[config.mk]
export PLATFORM = sky130hd
export DESIGN_NAME = rotate_control
export DESIGN_NICKNAME = d
export VERILOG_FILES = /design/src/rotate_pkg.sv /design/src/angle_encoder.sv /design/src/motor_speed_ctrl.sv /design/src/opto_filter.sv /design/src/rotate_control.sv /design/src/rotate_regs.sv
export SDC_FILE = /design/constraint.sdc
export NUM_CORES = 1
export LEC_CHECK = 0
export BUFFER_PORTS_ARGS = -buffer_cell sky130_fd_sc_hd__buf_2
export CAP_MARGIN = 5
export CORE_ASPECT_RATIO = 0.7
export CORE_MARGIN = 2
export CORE_UTILIZATION = 56
export DETAILED_ROUTE_END_ITERATION = 8
export PLACE_DENSITY = 0.75
export REMOVE_ABC_BUFFERS = 1
export SLEW_MARGIN = 20
export SYNTH_ARGS = -nofsm -noshare
export SYNTH_HDL_FRONTEND = slang
export SYNTH_SLANG_ARGS = --single-unit
[constraint.sdc]
create_clock -name i_clk_50m -period 3.95 [get_ports i_clk_50m]
set_input_delay 0.1975 -clock i_clk_50m [delete_from_list [all_inputs] [get_ports i_clk_50m]]
set_output_delay 0.1975 -clock i_clk_50m [all_outputs]
set_load 0.01 [all_outputs]
[src/rotate_pkg.sv]
`default_nettype none

package rotate_pkg;

	localparam int FILT_LEN      = 4;	// stable cycles before the filter follows
	localparam int FILT_BITS     = $clog2(FILT_LEN);
	localparam int TEETH_PER_REV = 36;
	localparam int FALLS_PER_REV = TEETH_PER_REV - 1;	// one slot is missing
	localparam int CNT_BITS      = 6;
	localparam int GAP_RATIO     = 1;	// gap if period > prev + (prev >> GAP_RATIO)
	localparam int PERIOD_BITS   = 16;
	localparam int SPEED_TOL     = 8;
	localparam int PWM_STEP      = 4;
	localparam int PWM_BITS      = 10;	// 1024 cycle pwm period
	localparam int LOCK_COUNT    = 8;
	localparam int LOCK_BITS     = $clog2(LOCK_COUNT + 1);

	// tooth period in clocks, indexed by speed code
	localparam logic [PERIOD_BITS-1:0] TARGET_PERIOD [4] = '{
		16'd400, 16'd320, 16'd256, 16'd200
	};

	typedef enum logic [1:0] {
		OFF      = 2'd0,
		CAL      = 2'd1,
		REGULATE = 2'd2
	} rotate_mode_e;

	typedef enum logic [2:0] {
		CFG      = 3'd0,
		PWM_INIT = 3'd1,
		STATUS   = 3'd2,	// read only
		PWM_NOW  = 3'd3 	// read only
	} reg_addr_e;

	typedef enum logic {
		SEARCH = 1'b0,	// no zero reference yet
		TRACK  = 1'b1
	} angle_state_e;

	typedef struct packed {
		rotate_mode_e        mode;
		logic [1:0]          speed;
		logic [PWM_BITS-1:0] pwm_init;
	} rotate_cfg_t;

	typedef struct packed {
		logic [PWM_BITS-1:0] pwm_value;
		logic                locked;
		logic [CNT_BITS-1:0] fall_cnt;
		logic                zero_seen;
	} rotate_status_t;

endpackage

`default_nettype wire

[src/angle_encoder.sv]
`timescale 1ns/100ps
`default_nettype none

module angle_encoder import rotate_pkg::*; (
	input  wire logic           i_clk_50m,
	input  wire logic           i_rst_n,
	input  wire logic           i_opto_fall,
	output logic                o_gap,
	output logic [CNT_BITS-1:0] o_fall_cnt,
	output logic                o_zero_sign,
	output logic                o_zero_seen,
	output logic                o_opto_fall
);

	angle_state_e           state;
	logic [PERIOD_BITS-1:0] tooth_cnt;
	logic [PERIOD_BITS-1:0] prev_period;	// last accepted non-gap period
	logic [PERIOD_BITS:0]   gap_limit;
	logic                   cnt_run;	// counter started by a fall
	logic                   prev_ok;
	logic                   is_gap;

	assign gap_limit   = {1'b0, prev_period} + {1'b0, prev_period >> GAP_RATIO};
	assign is_gap      = prev_ok && ({1'b0, tooth_cnt} > gap_limit);
	assign o_gap       = i_opto_fall & is_gap;	// same cycle as the fall
	assign o_zero_seen = (state == TRACK);	// tracking from the first zero on

	always_ff @(posedge i_clk_50m) begin
		if (!i_rst_n) begin
			tooth_cnt <= '0;
		end else if (i_opto_fall) begin
			tooth_cnt <= PERIOD_BITS'(1);
		end else if (tooth_cnt != '1) begin
			tooth_cnt <= tooth_cnt + 1'b1;
		end
	end

	// reference period, never taken from a gap
	always_ff @(posedge i_clk_50m) begin
		if (!i_rst_n) begin
			cnt_run     <= 1'b0;
			prev_ok     <= 1'b0;
			prev_period <= '0;
		end else if (i_opto_fall) begin
			cnt_run <= 1'b1;
			if (cnt_run && !is_gap) begin
				prev_period <= tooth_cnt;
				prev_ok     <= 1'b1;
			end
		end
	end

	always_ff @(posedge i_clk_50m) begin
		if (!i_rst_n) begin
			state       <= SEARCH;
			o_fall_cnt  <= '0;
			o_zero_sign <= 1'b0;
			o_opto_fall <= 1'b0;
		end else begin
			o_opto_fall <= i_opto_fall;	// aligned with the new count
			o_zero_sign <= o_gap;
			if (i_opto_fall) begin
				if (is_gap) begin
					o_fall_cnt <= '0;
					state      <= TRACK;
				end else if (o_fall_cnt != CNT_BITS'(FALLS_PER_REV - 1)) begin
					o_fall_cnt <= o_fall_cnt + 1'b1;	// holds on the last tooth until a gap
				end
			end
		end
	end

endmodule

`default_nettype wire

[src/motor_speed_ctrl.sv]
`timescale 1ns/100ps
`default_nettype none

module motor_speed_ctrl import rotate_pkg::*; (
	input  wire logic           i_clk_50m,
	input  wire logic           i_rst_n,
	input  wire rotate_cfg_t    i_cfg,
	input  wire logic           i_opto_fall,
	input  wire logic           i_gap,
	output logic [PWM_BITS-1:0] o_pwm_value,
	output logic                o_locked,
	output logic                o_motor_pwm
);

	logic [PERIOD_BITS-1:0] tooth_cnt;
	logic                   tooth_valid;	// counter was restarted by a fall
	rotate_mode_e           mode_q;
	logic                   mode_chg;
	logic [PERIOD_BITS-1:0] meas_period;
	logic                   meas_stb;
	logic [PERIOD_BITS-1:0] band_hi;
	logic [PERIOD_BITS-1:0] band_lo;
	logic [LOCK_BITS-1:0]   run_cnt;
	logic [PWM_BITS-1:0]    pwm_cnt;
	logic [PWM_BITS-1:0]    duty_lat;

	assign mode_chg = (i_cfg.mode != mode_q);
	assign band_hi  = TARGET_PERIOD[i_cfg.speed] + PERIOD_BITS'(SPEED_TOL);
	assign band_lo  = TARGET_PERIOD[i_cfg.speed] - PERIOD_BITS'(SPEED_TOL);

	// tooth period, one cycle per count, saturating
	always_ff @(posedge i_clk_50m) begin
		if (!i_rst_n) begin
			tooth_cnt   <= '0;
			tooth_valid <= 1'b0;
			mode_q      <= OFF;
			meas_stb    <= 1'b0;
		end else begin
			mode_q   <= i_cfg.mode;
			meas_stb <= i_opto_fall & tooth_valid & ~i_gap & ~mode_chg;
			if (i_opto_fall) begin
				tooth_cnt <= PERIOD_BITS'(1);
			end else if (tooth_cnt != '1) begin
				tooth_cnt <= tooth_cnt + 1'b1;
			end
			if (i_opto_fall) begin
				tooth_valid <= 1'b1;
			end else if (mode_chg) begin
				tooth_valid <= 1'b0;	// first fall in new mode only restarts
			end
		end
	end

	always_ff @(posedge i_clk_50m) begin
		if (i_opto_fall) begin
			meas_period <= tooth_cnt;
		end
	end

	// duty and lock, one cycle after the fall
	always_ff @(posedge i_clk_50m) begin
		if (!i_rst_n) begin
			o_pwm_value <= '0;
			o_locked    <= 1'b0;
			run_cnt     <= '0;
		end else begin
			case (i_cfg.mode)
				REGULATE: begin
					if (meas_stb) begin
						if (meas_period > band_hi) begin	// too slow
							o_pwm_value <= (o_pwm_value > PWM_BITS'(2**PWM_BITS - 1 - PWM_STEP)) ?
								'1 : o_pwm_value + PWM_BITS'(PWM_STEP);
							run_cnt  <= '0;
							o_locked <= 1'b0;
						end else if (meas_period < band_lo) begin	// too fast
							o_pwm_value <= (o_pwm_value < PWM_BITS'(PWM_STEP)) ?
								'0 : o_pwm_value - PWM_BITS'(PWM_STEP);
							run_cnt  <= '0;
							o_locked <= 1'b0;
						end else begin
							if (run_cnt < LOCK_BITS'(LOCK_COUNT)) begin
								run_cnt <= run_cnt + 1'b1;
							end
							if (run_cnt >= LOCK_BITS'(LOCK_COUNT - 1)) begin
								o_locked <= 1'b1;
							end
						end
					end
				end
				CAL: begin
					o_pwm_value <= i_cfg.pwm_init;
					run_cnt     <= '0;
					o_locked    <= 1'b0;
				end
				default: begin
					o_pwm_value <= '0;	// motor off
					run_cnt     <= '0;
					o_locked    <= 1'b0;
				end
			endcase
		end
	end

	// new duty takes effect as the counter wraps to zero
	always_ff @(posedge i_clk_50m) begin
		if (!i_rst_n) begin
			pwm_cnt  <= '0;
			duty_lat <= '0;
		end else begin
			pwm_cnt <= pwm_cnt + 1'b1;
			if (pwm_cnt == '1) begin
				duty_lat <= o_pwm_value;
			end
		end
	end

	assign o_motor_pwm = (pwm_cnt < duty_lat);

endmodule

`default_nettype wire

[src/opto_filter.sv]
`timescale 1ns/100ps
`default_nettype none

module opto_filter import rotate_pkg::*; (
	input  wire logic i_clk_50m,
	input  wire logic i_rst_n,
	input  wire logic i_opto_switch,
	output logic      o_opto_level,
	output logic      o_opto_fall
);

	logic [1:0]           sync_q;	// [1] is the synchronized level
	logic [FILT_BITS-1:0] stab_cnt;
	logic                 level_due;

	// input has differed for FILT_LEN cycles including this one
	assign level_due = (sync_q[1] != o_opto_level) &&
		(stab_cnt == FILT_BITS'(FILT_LEN - 1));

	always_ff @(posedge i_clk_50m) begin
		if (!i_rst_n) begin
			sync_q       <= '0;
			stab_cnt     <= '0;
			o_opto_level <= 1'b0;
			o_opto_fall  <= 1'b0;
		end else begin
			sync_q      <= {sync_q[0], i_opto_switch};
			o_opto_fall <= level_due & o_opto_level;	// high to low only
			if (sync_q[1] == o_opto_level) begin
				stab_cnt <= '0;	// glitch gone, start over
			end else if (level_due) begin
				o_opto_level <= sync_q[1];
				stab_cnt     <= '0;
			end else begin
				stab_cnt <= stab_cnt + 1'b1;
			end
		end
	end

endmodule

`default_nettype wire

[src/rotate_control.sv]
`timescale 1ns/100ps
`default_nettype none

module rotate_control import rotate_pkg::*; (
	input  wire logic           i_clk_50m,
	input  wire logic           i_rst_n,
	input  wire logic           i_wb_cyc,
	input  wire logic           i_wb_stb,
	input  wire logic           i_wb_we,
	input  wire logic [2:0]     i_wb_adr,
	input  wire logic [15:0]    i_wb_dat,
	output logic      [15:0]    o_wb_dat,
	output logic                o_wb_ack,
	input  wire logic           i_opto_switch,	// code disk optical switch
	output logic                o_motor_pwm,
	output logic                o_motor_locked,
	output logic [CNT_BITS-1:0] o_fall_cnt,
	output logic                o_zero_sign,
	output logic                o_opto_fall
);

	rotate_cfg_t         cfg;
	wire rotate_status_t status;	// fields come from two blocks
	logic                opto_fall;
	logic                gap;

	assign o_motor_locked = status.locked;
	assign o_fall_cnt     = status.fall_cnt;

	rotate_regs u_regs (
		.i_clk_50m (i_clk_50m),
		.i_rst_n   (i_rst_n),
		.i_wb_cyc  (i_wb_cyc),
		.i_wb_stb  (i_wb_stb),
		.i_wb_we   (i_wb_we),
		.i_wb_adr  (i_wb_adr),
		.i_wb_dat  (i_wb_dat),
		.o_wb_dat  (o_wb_dat),
		.o_wb_ack  (o_wb_ack),
		.i_status  (status),
		.o_cfg     (cfg)
	);

	opto_filter u_filter (
		.i_clk_50m     (i_clk_50m),
		.i_rst_n       (i_rst_n),
		.i_opto_switch (i_opto_switch),
		.o_opto_level  (),	// level only used inside the filter
		.o_opto_fall   (opto_fall)
	);

	motor_speed_ctrl u_motor (
		.i_clk_50m   (i_clk_50m),
		.i_rst_n     (i_rst_n),
		.i_cfg       (cfg),
		.i_opto_fall (opto_fall),
		.i_gap       (gap),
		.o_pwm_value (status.pwm_value),
		.o_locked    (status.locked),
		.o_motor_pwm (o_motor_pwm)
	);

	angle_encoder u_angle (
		.i_clk_50m   (i_clk_50m),
		.i_rst_n     (i_rst_n),
		.i_opto_fall (opto_fall),
		.o_gap       (gap),
		.o_fall_cnt  (status.fall_cnt),
		.o_zero_sign (o_zero_sign),
		.o_zero_seen (status.zero_seen),
		.o_opto_fall (o_opto_fall)
	);

endmodule

`default_nettype wire

[src/rotate_regs.sv]
`timescale 1ns/100ps
`default_nettype none

module rotate_regs import rotate_pkg::*; (
	input  wire logic            i_clk_50m,
	input  wire logic            i_rst_n,
	input  wire logic            i_wb_cyc,
	input  wire logic            i_wb_stb,
	input  wire logic            i_wb_we,
	input  wire logic [2:0]      i_wb_adr,
	input  wire logic [15:0]     i_wb_dat,
	output logic      [15:0]     o_wb_dat,
	output logic                 o_wb_ack,
	input  wire rotate_status_t  i_status,
	output rotate_cfg_t          o_cfg
);

	logic        wb_req;
	logic [15:0] rd_word;

	// new request only while no ack is out
	assign wb_req = i_wb_cyc & i_wb_stb & ~o_wb_ack;

	always_ff @(posedge i_clk_50m) begin
		if (!i_rst_n) begin
			o_wb_ack <= 1'b0;
		end else begin
			o_wb_ack <= wb_req;	// single cycle ack
		end
	end

	// writes land on the same edge that raises ack
	always_ff @(posedge i_clk_50m) begin
		if (!i_rst_n) begin
			o_cfg.mode     <= OFF;
			o_cfg.speed    <= '0;
			o_cfg.pwm_init <= '0;
		end else if (wb_req && i_wb_we) begin
			case (reg_addr_e'(i_wb_adr))
				CFG: begin
					o_cfg.mode  <= rotate_mode_e'(i_wb_dat[1:0]);
					o_cfg.speed <= i_wb_dat[5:4];
				end
				PWM_INIT: begin
					o_cfg.pwm_init <= i_wb_dat[PWM_BITS-1:0];
				end
				default: begin
					// read only or unmapped
				end
			endcase
		end
	end

	always_comb begin
		rd_word = '0;
		case (reg_addr_e'(i_wb_adr))
			CFG: begin
				rd_word[1:0] = o_cfg.mode;
				rd_word[5:4] = o_cfg.speed;
			end
			PWM_INIT: begin
				rd_word[PWM_BITS-1:0] = o_cfg.pwm_init;
			end
			STATUS: begin
				rd_word[15]           = i_status.locked;
				rd_word[14]           = i_status.zero_seen;
				rd_word[CNT_BITS-1:0] = i_status.fall_cnt;
			end
			PWM_NOW: begin
				rd_word[PWM_BITS-1:0] = i_status.pwm_value;
			end
			default: begin
				rd_word = '0;	// unmapped reads zero
			end
		endcase
	end

	// status sampled at the request edge, valid with ack
	always_ff @(posedge i_clk_50m) begin
		if (wb_req) begin
			o_wb_dat <= rd_word;
		end
	end

endmodule

`default_nettype wire
---- Word-level counts from Yosys, hierarchy flattened ----
Cells that the tools add are included.
word-level totals
  output and inout bits ................... 27
  memories ................................ 0
  ROM bits ................................ 0
  flip-flop bits (word level) ............. 147
  word-level logic and storage cells ...... 129
  bits of input ports ..................... 25
  bits in latches ......................... 0
  bits in writable memories ............... 0
cells by class
  reductions and logical operators ........ 24
  muxes and demuxes ....................... 27
  bitwise operators ....................... 13
  shifts and indexed selects .............. 0
  $add $sub $neg .......................... 11
  equality and inequality tests ........... 15
  $lt $le $gt $ge ......................... 9
  multiply operators ...................... 0
  divide/modulo/power cells ............... 0
operators with widths
  kind                                                          number
  two-way mux 10 bit                                            5
  adder 16 x 1 -> 16 bit (second input constant)                2
  binary-select mux 16 bit (select 2 bit)                       1
  two-way mux 16 bit                                            2
  != test 16 bit (second input constant)                        2
  one-hot mux 10 bit (2 select lines)                           1
  AND reduction 2 bit                                           10
  adder 16 x 15 -> 17 bit                                       1
  > comparator 16 x 17 -> 1 bit                                 1
  adder 16 x 4 -> 16 bit (second input constant)                1
  > comparator 16 bit                                           1
  less-than comparator 16 bit                                   1
  one-hot mux 2 bit (4 select lines)                            2
  subtractor 16 x 4 -> 16 bit (second input constant)           1
  two-way mux 4 bit                                             3
  two-way mux 6 bit                                             2
  adder 10 x 1 -> 10 bit (second input constant)                1
  adder 10 x 3 -> 10 bit (second input constant)                1
  equality test 10 bit (second input constant)                  1
  > comparator 10 bit (second input constant)                   1
  less-than comparator 10 bit                                   1
  less-than comparator 10 x 3 -> 1 bit (second input constant)  1
  subtractor 10 x 3 -> 10 bit (second input constant)           1
  two-way mux 1 bit                                             9
  28 further kinds                                              47

---- Logic depth before layout (Yosys ltp) ----
Gate-level depths: netlist (run 1).
  depth after elaboration ................. 10
  gate-level depth with buffers ........... 19
  gate-level depth less buffers ........... 17

---- Modules after synthesis ----
From an unflattened synthesis (run 1), not the netlist that was laid out.
second synthesis, totals
  cells, all modules ...................... 916
  area total of the unflattened synthesis .. 8582.0 µm²
modules (own cells, without submodules)
  module            area each (µm²)  times used  cells each
  motor_speed_ctrl  4075.2           1           439
  angle_encoder     3026.7           1           351
  rotate_regs       1277.5           1           111
  opto_filter       202.7            1           15

---- Least setup slack after synthesis (run 1) ----
No wires, ideal clock.
  path kind ............................... flip-flop to flip-flop
  start ................................... reg u_angle.prev_period[1]
  end ..................................... reg u_angle.prev_period[10]
  buffers on the path ..................... 2
  slack ................................... 0.150 ns
  data required time ...................... 3.878 ns
  period minus slack after synthesis ...... 3.800 ns
  arrival time ............................ 3.728 ns
  cell stages (with the launch flop) ...... 19
  path through ............................ dfxtp_1 ha_1 fa_1 a21oi_1 nand4b_1 and3_1 nor4_2 nor3_1 o21ai_0 xor2_1 ha_1 nand3_1 nor2_1 nand2_1 o311ai_2 o211a_1 buf_6 buf_6 mux2i_1
on the way
  cells in the longest elaborated chain, start to end .. 6
ends and longest elaborated chain
  element                               RTL line             RTL
  start: declaration                    angle_encoder.sv:17  logic [PERIOD_BITS-1:0] prev_period;
  start signal: assignment              angle_encoder.sv:47  prev_period <= tooth_cnt;
  adder 16 x 15 -> 17 bit               angle_encoder.sv:23  assign gap_limit = {1'b0, prev_period} + {1'b0, prev_period >> GAP_RATIO};
  > comparator 16 x 17 -> 1 bit         angle_encoder.sv:24  assign is_gap = prev_ok && ({1'b0, tooth_cnt} > gap_limit);
  logical AND 1 bit                     angle_encoder.sv:24
  zero test 1 bit                       angle_encoder.sv:46  if (cnt_run && !is_gap) begin
  logical AND 1 bit                     angle_encoder.sv:46
  AND reduction 2 bit (no source line)  --
Every way passes these cells.
A chain may end at the register's enable or synchronous reset.

---- Final worst setup path (run 1) ----
  start ................................... reg u_angle.prev_period[0]
  end ..................................... reg u_angle.prev_period[12]
Same word-level chain as after synthesis.

==> flow_summary.yaml, run 1 <==
floorplan:
  dieArea_um2: 16070
  rows: 37
  initial_core_util: 0.5728
  die_y_um: 106.7
  core_area_um2: 14720
  io_pins: 52
  die_x_um: 150.7
finish:
  fillers: 1207
  layout-area-overhead-vs-synth_pct: 12.48
  instances_no_fill: 1173
  finish.net_count: 1071
  final_area_um2: 9484
  final_common_cell: "dfxtp_1"
  layout_common_cells: "119 x dfxtp_1, 102 x nor2_1, 99 x nand2_1"
  antenna_cells: 0
  final_layout_size_suffix_gt1_frac: 0.1176
cts:
  cts-root-buf: "clkbuf_16"
  cts_tree: "done"
  cts_buffer_depth: 2
  path_clk_slew_ps: 60
  cts.sinks: 147
  cts_buffers: 17
  htree_levels: 4
  clk-insertion-delay-late_ps: 430
sta:
  report.final.slew_viol_count: 0
  slew_headroom: 0.3820
  fin_skew_ps: 8.531
  setup_tns_ps: 0
  hold_viol: 0
  setup_viol: 0
  max_freq_mhz: 265.2
  post-route-min-period_ps: 3770
  worst_pin_slew_ps: 926.0
  period_share: 0.9545
worst_setup_path:
  start_kind: "flop"
  required_ps: 4310
  crit_path_end_kind: "flop"
  critPathMaxFanout: 8
  critPathKind: "reg -> reg"
  arrival_ps: 4130
power:
  power_uw: 3279
  ir_worst_vdd_v: 0.0002934
  power_leakage_uw: 0.003875
  p_per_area_nw_per_um2: 345.7
grt:
  overflow: 0
  antenna_found_initial: 0
  grt_pass1_wl_um: 31020
  grt_start_max_net_pins: 35
  grtUsageTotal: 0.2444
  grt_pass1_vias: 6106
placement:
  gp_congestion: 0.9337
  io_buffers: 41
  hpwl_um: 13530
  dp_cells: 1135
  placed_cell_area_um2: 8747
run:
  maxCapViolations: 0
worst_hold_path:
  hold_path_class: "in -> reg"
logic_synthesis:
  seq_area_frac_synth: 0.3823
  async_flop_share: 0
  syn_area_um2: 8432
  yosys_warnings: 0
  yosysUniqueCellTypes: 79
  synth_area_per_cell_um2: 9.047
  synth_seq_cells: 147
  netlist_instances: 932
  synth_edf_count: 28
  ys.flop_type: "dfxtp_1"
route:
  vias: 6882
  drc: 0
  drtIter0Drc: 624
  drt.antenna.violating_nets: 0
  post_drt_via_cell_ratio: 5.867
  first_pass_iters: 5
  wl_um: 19370
  routedWlPerCell_um: 16.51
status:
  outcome: "complete, no violations"
routing by layer:
metal / share of wire / up-vias / GRT usage / wire length (µm)
met4: 0.0096 / 0 / 0.05541 / 186
met5: 0 / - / 0 / 0
met1: 0.51 / 3224 / 0.3747 / 9850
li1: - / 3417 / - / -
met2: 0.41 / 219 / 0.3425 / 8001
met3: 0.069 / 22 / 0.06255 / 1331
power by group:
part / switching, µW / leakage [µW] / internal (µW)
logic: 68.2 / 0.00233 / 44.7
clock network: 654 / 0.000289 / 959
registers: 13.6 / 0.00125 / 1540
total: 736 / 0.00387 / 2540
logic make-up after synthesis:
kind of cell               share of synthesized area
buffers and inverters                        0.04645
and+or+nand+nor                               0.2109
adders and majority gates                     0.1211
other                                      0.0004447
muxes                                        0.07182
DFF                                           0.3823
AOI/OAI and AO/OA                             0.1235
xor gates and xnor gates                     0.04363
cells in the mapped netlist (4+ instances only):
library cell | number | area, µm²
inv_1 | 41 | 153.9
nor2b_1 | 9 | 56.30
o21ai_0 | 20 | 100.1
xor2_1 | 28 | 245.2
nor4_1 | 8 | 50.05
buf_2 | 4 | 20.02
ha_1 | 80 | 1001
o211ai_1 | 4 | 30.03
o21a_1 | 5 | 37.54
dfxtp_1 | 119 | 2382
a22oi_1 | 5 | 37.54
buf_4 | 10 | 75.07
mux2i_1 | 47 | 470.5
o22ai_1 | 9 | 56.30
nand3_1 | 45 | 225.2
and2_1 | 7 | 43.79
mux4_2 | 4 | 90.09
or3_1 | 10 | 62.56
nor2_1 | 103 | 386.6
a21o_1 | 9 | 67.56
edfxtp_1 | 28 | 840.8
nor3_1 | 21 | 105.1
nor3b_1 | 4 | 30.03
clkbuf_1 | 23 | 86.33
nand4_1 | 14 | 87.58
xnor2_1 | 14 | 122.6
nand2b_1 | 5 | 31.28
nor4b_1 | 4 | 35.03
a21oi_1 | 42 | 210.2
buf_1 | 6 | 22.52
and3_1 | 17 | 106.4
a31oi_1 | 8 | 50.05
nand2_1 | 99 | 371.6
a211oi_1 | 6 | 45.04
o21ai_1 | 9 | 45.04
final timing paths:
path              slack (ps)  depth (start not counted)                    from                 endpoint
hold reg to reg          430                          1      u_filter.sync_q[0]       u_filter.sync_q[1]
setup reg to reg         180                         17  u_angle.prev_period[0]  u_angle.prev_period[12]
setup / recovery         180                         17  u_angle.prev_period[0]  u_angle.prev_period[12]
hold / removal             9                          3             i_wb_dat[7]          u_regs.o_cfg[7]
registers in the layout (all words and copies together), names as in the netlist, 2 cells and up:
signal	cells
u_motor.mode_q	2
u_motor.tooth_cnt	16
u_filter.sync_q	2
u_regs.o_wb_dat	12
u_motor.pwm_cnt	10
u_motor.o_pwm_value	10
u_angle.prev_period	16
u_regs.o_cfg	14
u_motor.run_cnt	4
u_filter.stab_cnt	2
u_motor.duty_lat	10
u_motor.meas_period	16
u_angle.o_fall_cnt	6
u_angle.tooth_cnt	16
metrics by stage:
step / util / hold slack (ps) / setup slack [ps]
6_report: 0.6442 / 9.271 / 179.8
5_1_grt: 0.6442 / 4.860 / -43.17
4_1_cts: 0.6368 / 1.513 / 74.92
3_5_place_dp: 0.5942 / 409.8 / 13.37
3_3_place_gp: 0.5942 / 405.9 / 142.4
2_1_floorplan: - / 315.3 / -58.33
critical path, cell delays in order (launching register included):
cell	delay, ps
dfxtp_1	310
ha_1	240
fa_2	380
a21oi_2	160
nand4b_1	160
and3_4	220
nor4_4	50
nor3_2	250
o21ai_1	130
xor2_1	150
ha_1	290
a21o_1	180
a221oi_1	280
o211ai_1	150
o311ai_2	120
o211a_4	260
clkbuf_16	190
mux2i_1	180
what timing repair did:
action                                  in CTS  in global routing
gates cloned                                 0                  2
gates resized for setup                      1                 11
buffers inserted                             0                  1
endpoints found under the setup margin      14                 21
endpoints found under the hold margin        3                  0
hold buffers                                 3                  0
pin swaps                                    0                  2
cell type report:
cell class / count / area [µm²] / area share
clock buffers: 22 / 495.5 / 0.05224
clock inverters: 10 / 96.34 / 0.01016
multi-input cells: 701 / 4891 / 0.5157
inverters: 41 / 153.9 / 0.01623
repair buffers: 57 / 380.4 / 0.04011
well taps: 195 / 244.0 / 0.02573
flip-flops and latches: 147 / 3223 / 0.3398
No activity file was read; power rests on OpenSTA's default activity.
==> inputs of run 2 (changes only) <==
--- a/config.mk
+++ b/config.mk
@@ -16,4 +16,5 @@
 export SLEW_MARGIN = 20
 export SYNTH_ARGS = -nofsm -noshare
 export SYNTH_HDL_FRONTEND = slang
+export SYNTH_HIERARCHICAL = 1
 export SYNTH_SLANG_ARGS = --single-unit
==> run 2 against run 1 <==
Effect of this change: critical path depth unchanged; global-route usage fell by 0.32 points; non-clock buffer count is 6 higher; sequential cell count unchanged; via count down 0.15%; maximum frequency shrank 1.1%; count of clock-buffer cells in the layout fell by 5; final cell count hardly changed; routed wire length increased by 0.20%; highest routed layer unchanged; largest cell class unchanged; clock power rose by 3%; first-iteration DRC count grew 8.7%; area after synthesis is 1.8% higher.
==> flow_summary.yaml, run 2 <==
status:
  outcome: "complete, no violations"
logic_synthesis:
  seq_area_frac_synth: 0.3756
  ys.flop_type: "dfxtp_1"
  synth_top_area_frac: 0.2776
  synth_seq_cells: 147
  synth_most_common_cell: "dfxtp_1"
  yosys_warnings: 6
  async_flop_share: 0
  netlist_instances: 916
  yosys-top-cells-area: "dfxtp_1 28%, ha_1 11%, edfxtp_1 9.8%"
  synth_area_per_cell_um2: 9.369
  synth_edf_count: 28
  syn_area_um2: 8582
  yosys-top-cells-count: "119 x dfxtp_1, 111 x nand2_1, 77 x ha_1, 63 x nor2_1, 49 x mux2i_1"
  yosysUniqueCellTypes: 86
  synth_top_area_cell: "dfxtp_1"
power:
  power_uw: 3334
  comb_power_share: 0.035
  ir_worst_vdd_v: 0.0003025
  switching_share: 0.2251
  internal_power_uw: 2584
  p_per_area_nw_per_um2: 341.9
  pwr-share-seq: 0.466
  power_leakage_uw: 0.003886
  p_sw_uw: 750.5
  power_frac_clock: 0.499
worst_setup_path:
  crit_path_end_kind: "flop"
  start_kind: "flop"
  timing.rr.start: "u_angle/prev_period[9]"
  required_ps: 4270
  reg2reg_depth: 17
  arrival_ps: 4140
  critPathKind: "reg -> reg"
  worst-r2r-setup-slack_ps: 140
  worstReg2RegEnd: "u_angle/o_fall_cnt[5]"
  critPathMaxFanout: 5
grt:
  antenna_found_initial: 0
  grt_start_max_net_pins: 63
  overflow: 0
  grt_pass1_vias: 6098
  grt_pass1_wl_um: 31480
  grtUsageTotal: 0.2413
finish:
  final_layout_size_suffix_gt1_frac: 0.1453
  antenna_cells: 0
  final_common_cell: "dfxtp_1"
  final_area_um2: 9751
  layout_common_cells: "115 x dfxtp_1, 110 x nand2_1, 74 x ha_1"
  regArea_um2: 3228
  layout-area-overhead-vs-synth_pct: 13.62
  fillers: 1157
  multi_input_area_um2: 5111
  finish.net_count: 1067
sta:
  worst_pin_slew_ps: 947.9
  report.final.slew_viol_count: 0
  period_share: 0.9651
  fin_skew_ps: 8.852
  max_freq_mhz: 262.3
  slew_headroom: 0.3632
  hold_viol: 0
  post-route-min-period_ps: 3812
  setup_viol: 0
route:
  vias: 6872
  first_pass_iters: 6
  wl_um: 19410
  routedWlPerCell_um: 16.56
  post_drt_via_cell_ratio: 5.863
  drt.antenna.violating_nets: 0
  drc: 0
  drtIter0Drc: 678
floorplan:
  die_x_um: 152.0
  core_area_um2: 14860
  dieArea_um2: 16350
  io_pins: 52
  initial_core_util: 0.5775
  die_y_um: 107.6
  rows: 37
placement:
  io_buffers: 41
  hpwl_um: 13490
  gp_congestion: 0.8921
  placed_cell_area_um2: 8940
cts:
  path_clk_slew_ps: 60
  htree_levels: 4
  clk-insertion-delay-late_ps: 430
  cts_tree: "done"
  cts.sinks: 147
  cts-root-buf: "clkbuf_16"
  cts_buffer_depth: 2
  cts_buffers: 17
run:
  maxCapViolations: 0
worst_hold_path:
  holdPathEnd: "u_regs/o_cfg[9]"
  hold_path_class: "in -> reg"
  hp-start: "i_wb_dat[9]"
  holdPathStages: 3
==> run 2: cell types whose count changed after synthesis, sizes merged, moves of 8 or more <==
cell   before  now
nand2      99  111
o22ai      10    1
and2        7   15
nor2b       9   20
nor2      104   64
a22o        0    8
==> run 2: layout make-up <==
type,instances,share of cell area
Clock buffer,17,0.04363
Clock inverter,15,0.01848
Inverter,37,0.01424
Multi-Input combinational cell,698,0.5242
Sequential cell,147,0.3311
Tap cell,195,0.02502
Timing Repair Buffer,63,0.04337
==> run 2: what timing repair did <==
item	CTS	global route
pin swaps	11	15
hold buffers	1	0
endpoints found under the hold margin	1	0
gates cloned	1	0
endpoints found under the setup margin	24	26
gates resized for setup	14	16
setup buffers	7	1
==> run 2: routing by layer <==
metal,share of wire,GRT usage,vias up
met5,0,0,-
met4,0.013,0.06876,0
met3,0.066,0.05193,23
met2,0.41,0.3404,244
met1,0.51,0.3678,3212
li1,-,-,3393
==> run 2: how the worst max path moves through the flow <==
stage	start	end	slack (ps)	cells after the start
finish	u_angle/prev_period[9]	u_angle/o_fall_cnt[5]	140	17
global placement	u_angle/prev_period[0]	u_angle/o_fall_cnt[3]	-40	15
detailed placement	u_angle/prev_period[0]	u_angle/o_zero_seen	-110	16
floorplan	u_angle/prev_period[1]	u_angle/prev_period[0]	-6	15
global route	u_angle/prev_period[9]	u_angle/o_fall_cnt[5]	-0.2	17
CTS	u_angle/prev_period[0]	u_angle/o_fall_cnt[5]	10	18
==> run 2: power by group through the flow <==
stage	combinational, µW	clock [µW]	sequential (µW)
6_report	117	1660	1550
5_1_grt	128	1750	1550
4_1_cts	115	1690	1550
3_5_place_dp	113	0	1590
3_3_place_gp	112	0	1590
2_1_floorplan	57.1	0	1580
==> run 2: cell families after synthesis <==
kind of cell / synth area share
XOR/XNOR: 0.04490
flip-flops: 0.3756
multiplexers: 0.07202
AND/OR/NAND/NOR: 0.2069
AO/OA/AOI/OAI: 0.1414
other: 0.0004370
buffers and inverters: 0.04418
adder cells (fa/ha/maj): 0.1146
==> run 2: critical path, stage by stage (launching register included) <==
cell,delay [ps]
dfxtp_1,330
ha_1,360
and3_4,230
and3_2,210
o21a_1,210
or3_4,380
a21oi_2,150
xnor2_1,90
ha_1,330
buf_4,150
nand4_1,90
nor2_1,50
a221o_1,340
a211oi_4,250
buf_6,160
buf_4,110
a32oi_1,40
o211a_1,220
==> run 2: per-stage QoR <==
| stage | utilization | setup TNS, ps | cells | setup slack, ps | hold WS [ps] |
|---|---|---|---|---|---|
| after CTS | 0.6498 | 0 | 1171 | 14.25 | 0.4428 |
| after global placement | 0.6016 | -263.3 | 1132 | -36.48 | 404.6 |
| after global routing | 0.6561 | -0.2269 | 1172 | -0.2269 | 18.54 |
| after floorplan | - | -88.18 | 882 | -5.511 | 310.2 |
| final | 0.6561 | 0 | 1172 | 138.0 | 12.43 |
| after detailed placement | 0.6016 | -1800 | 1132 | -105.3 | 411.2 |
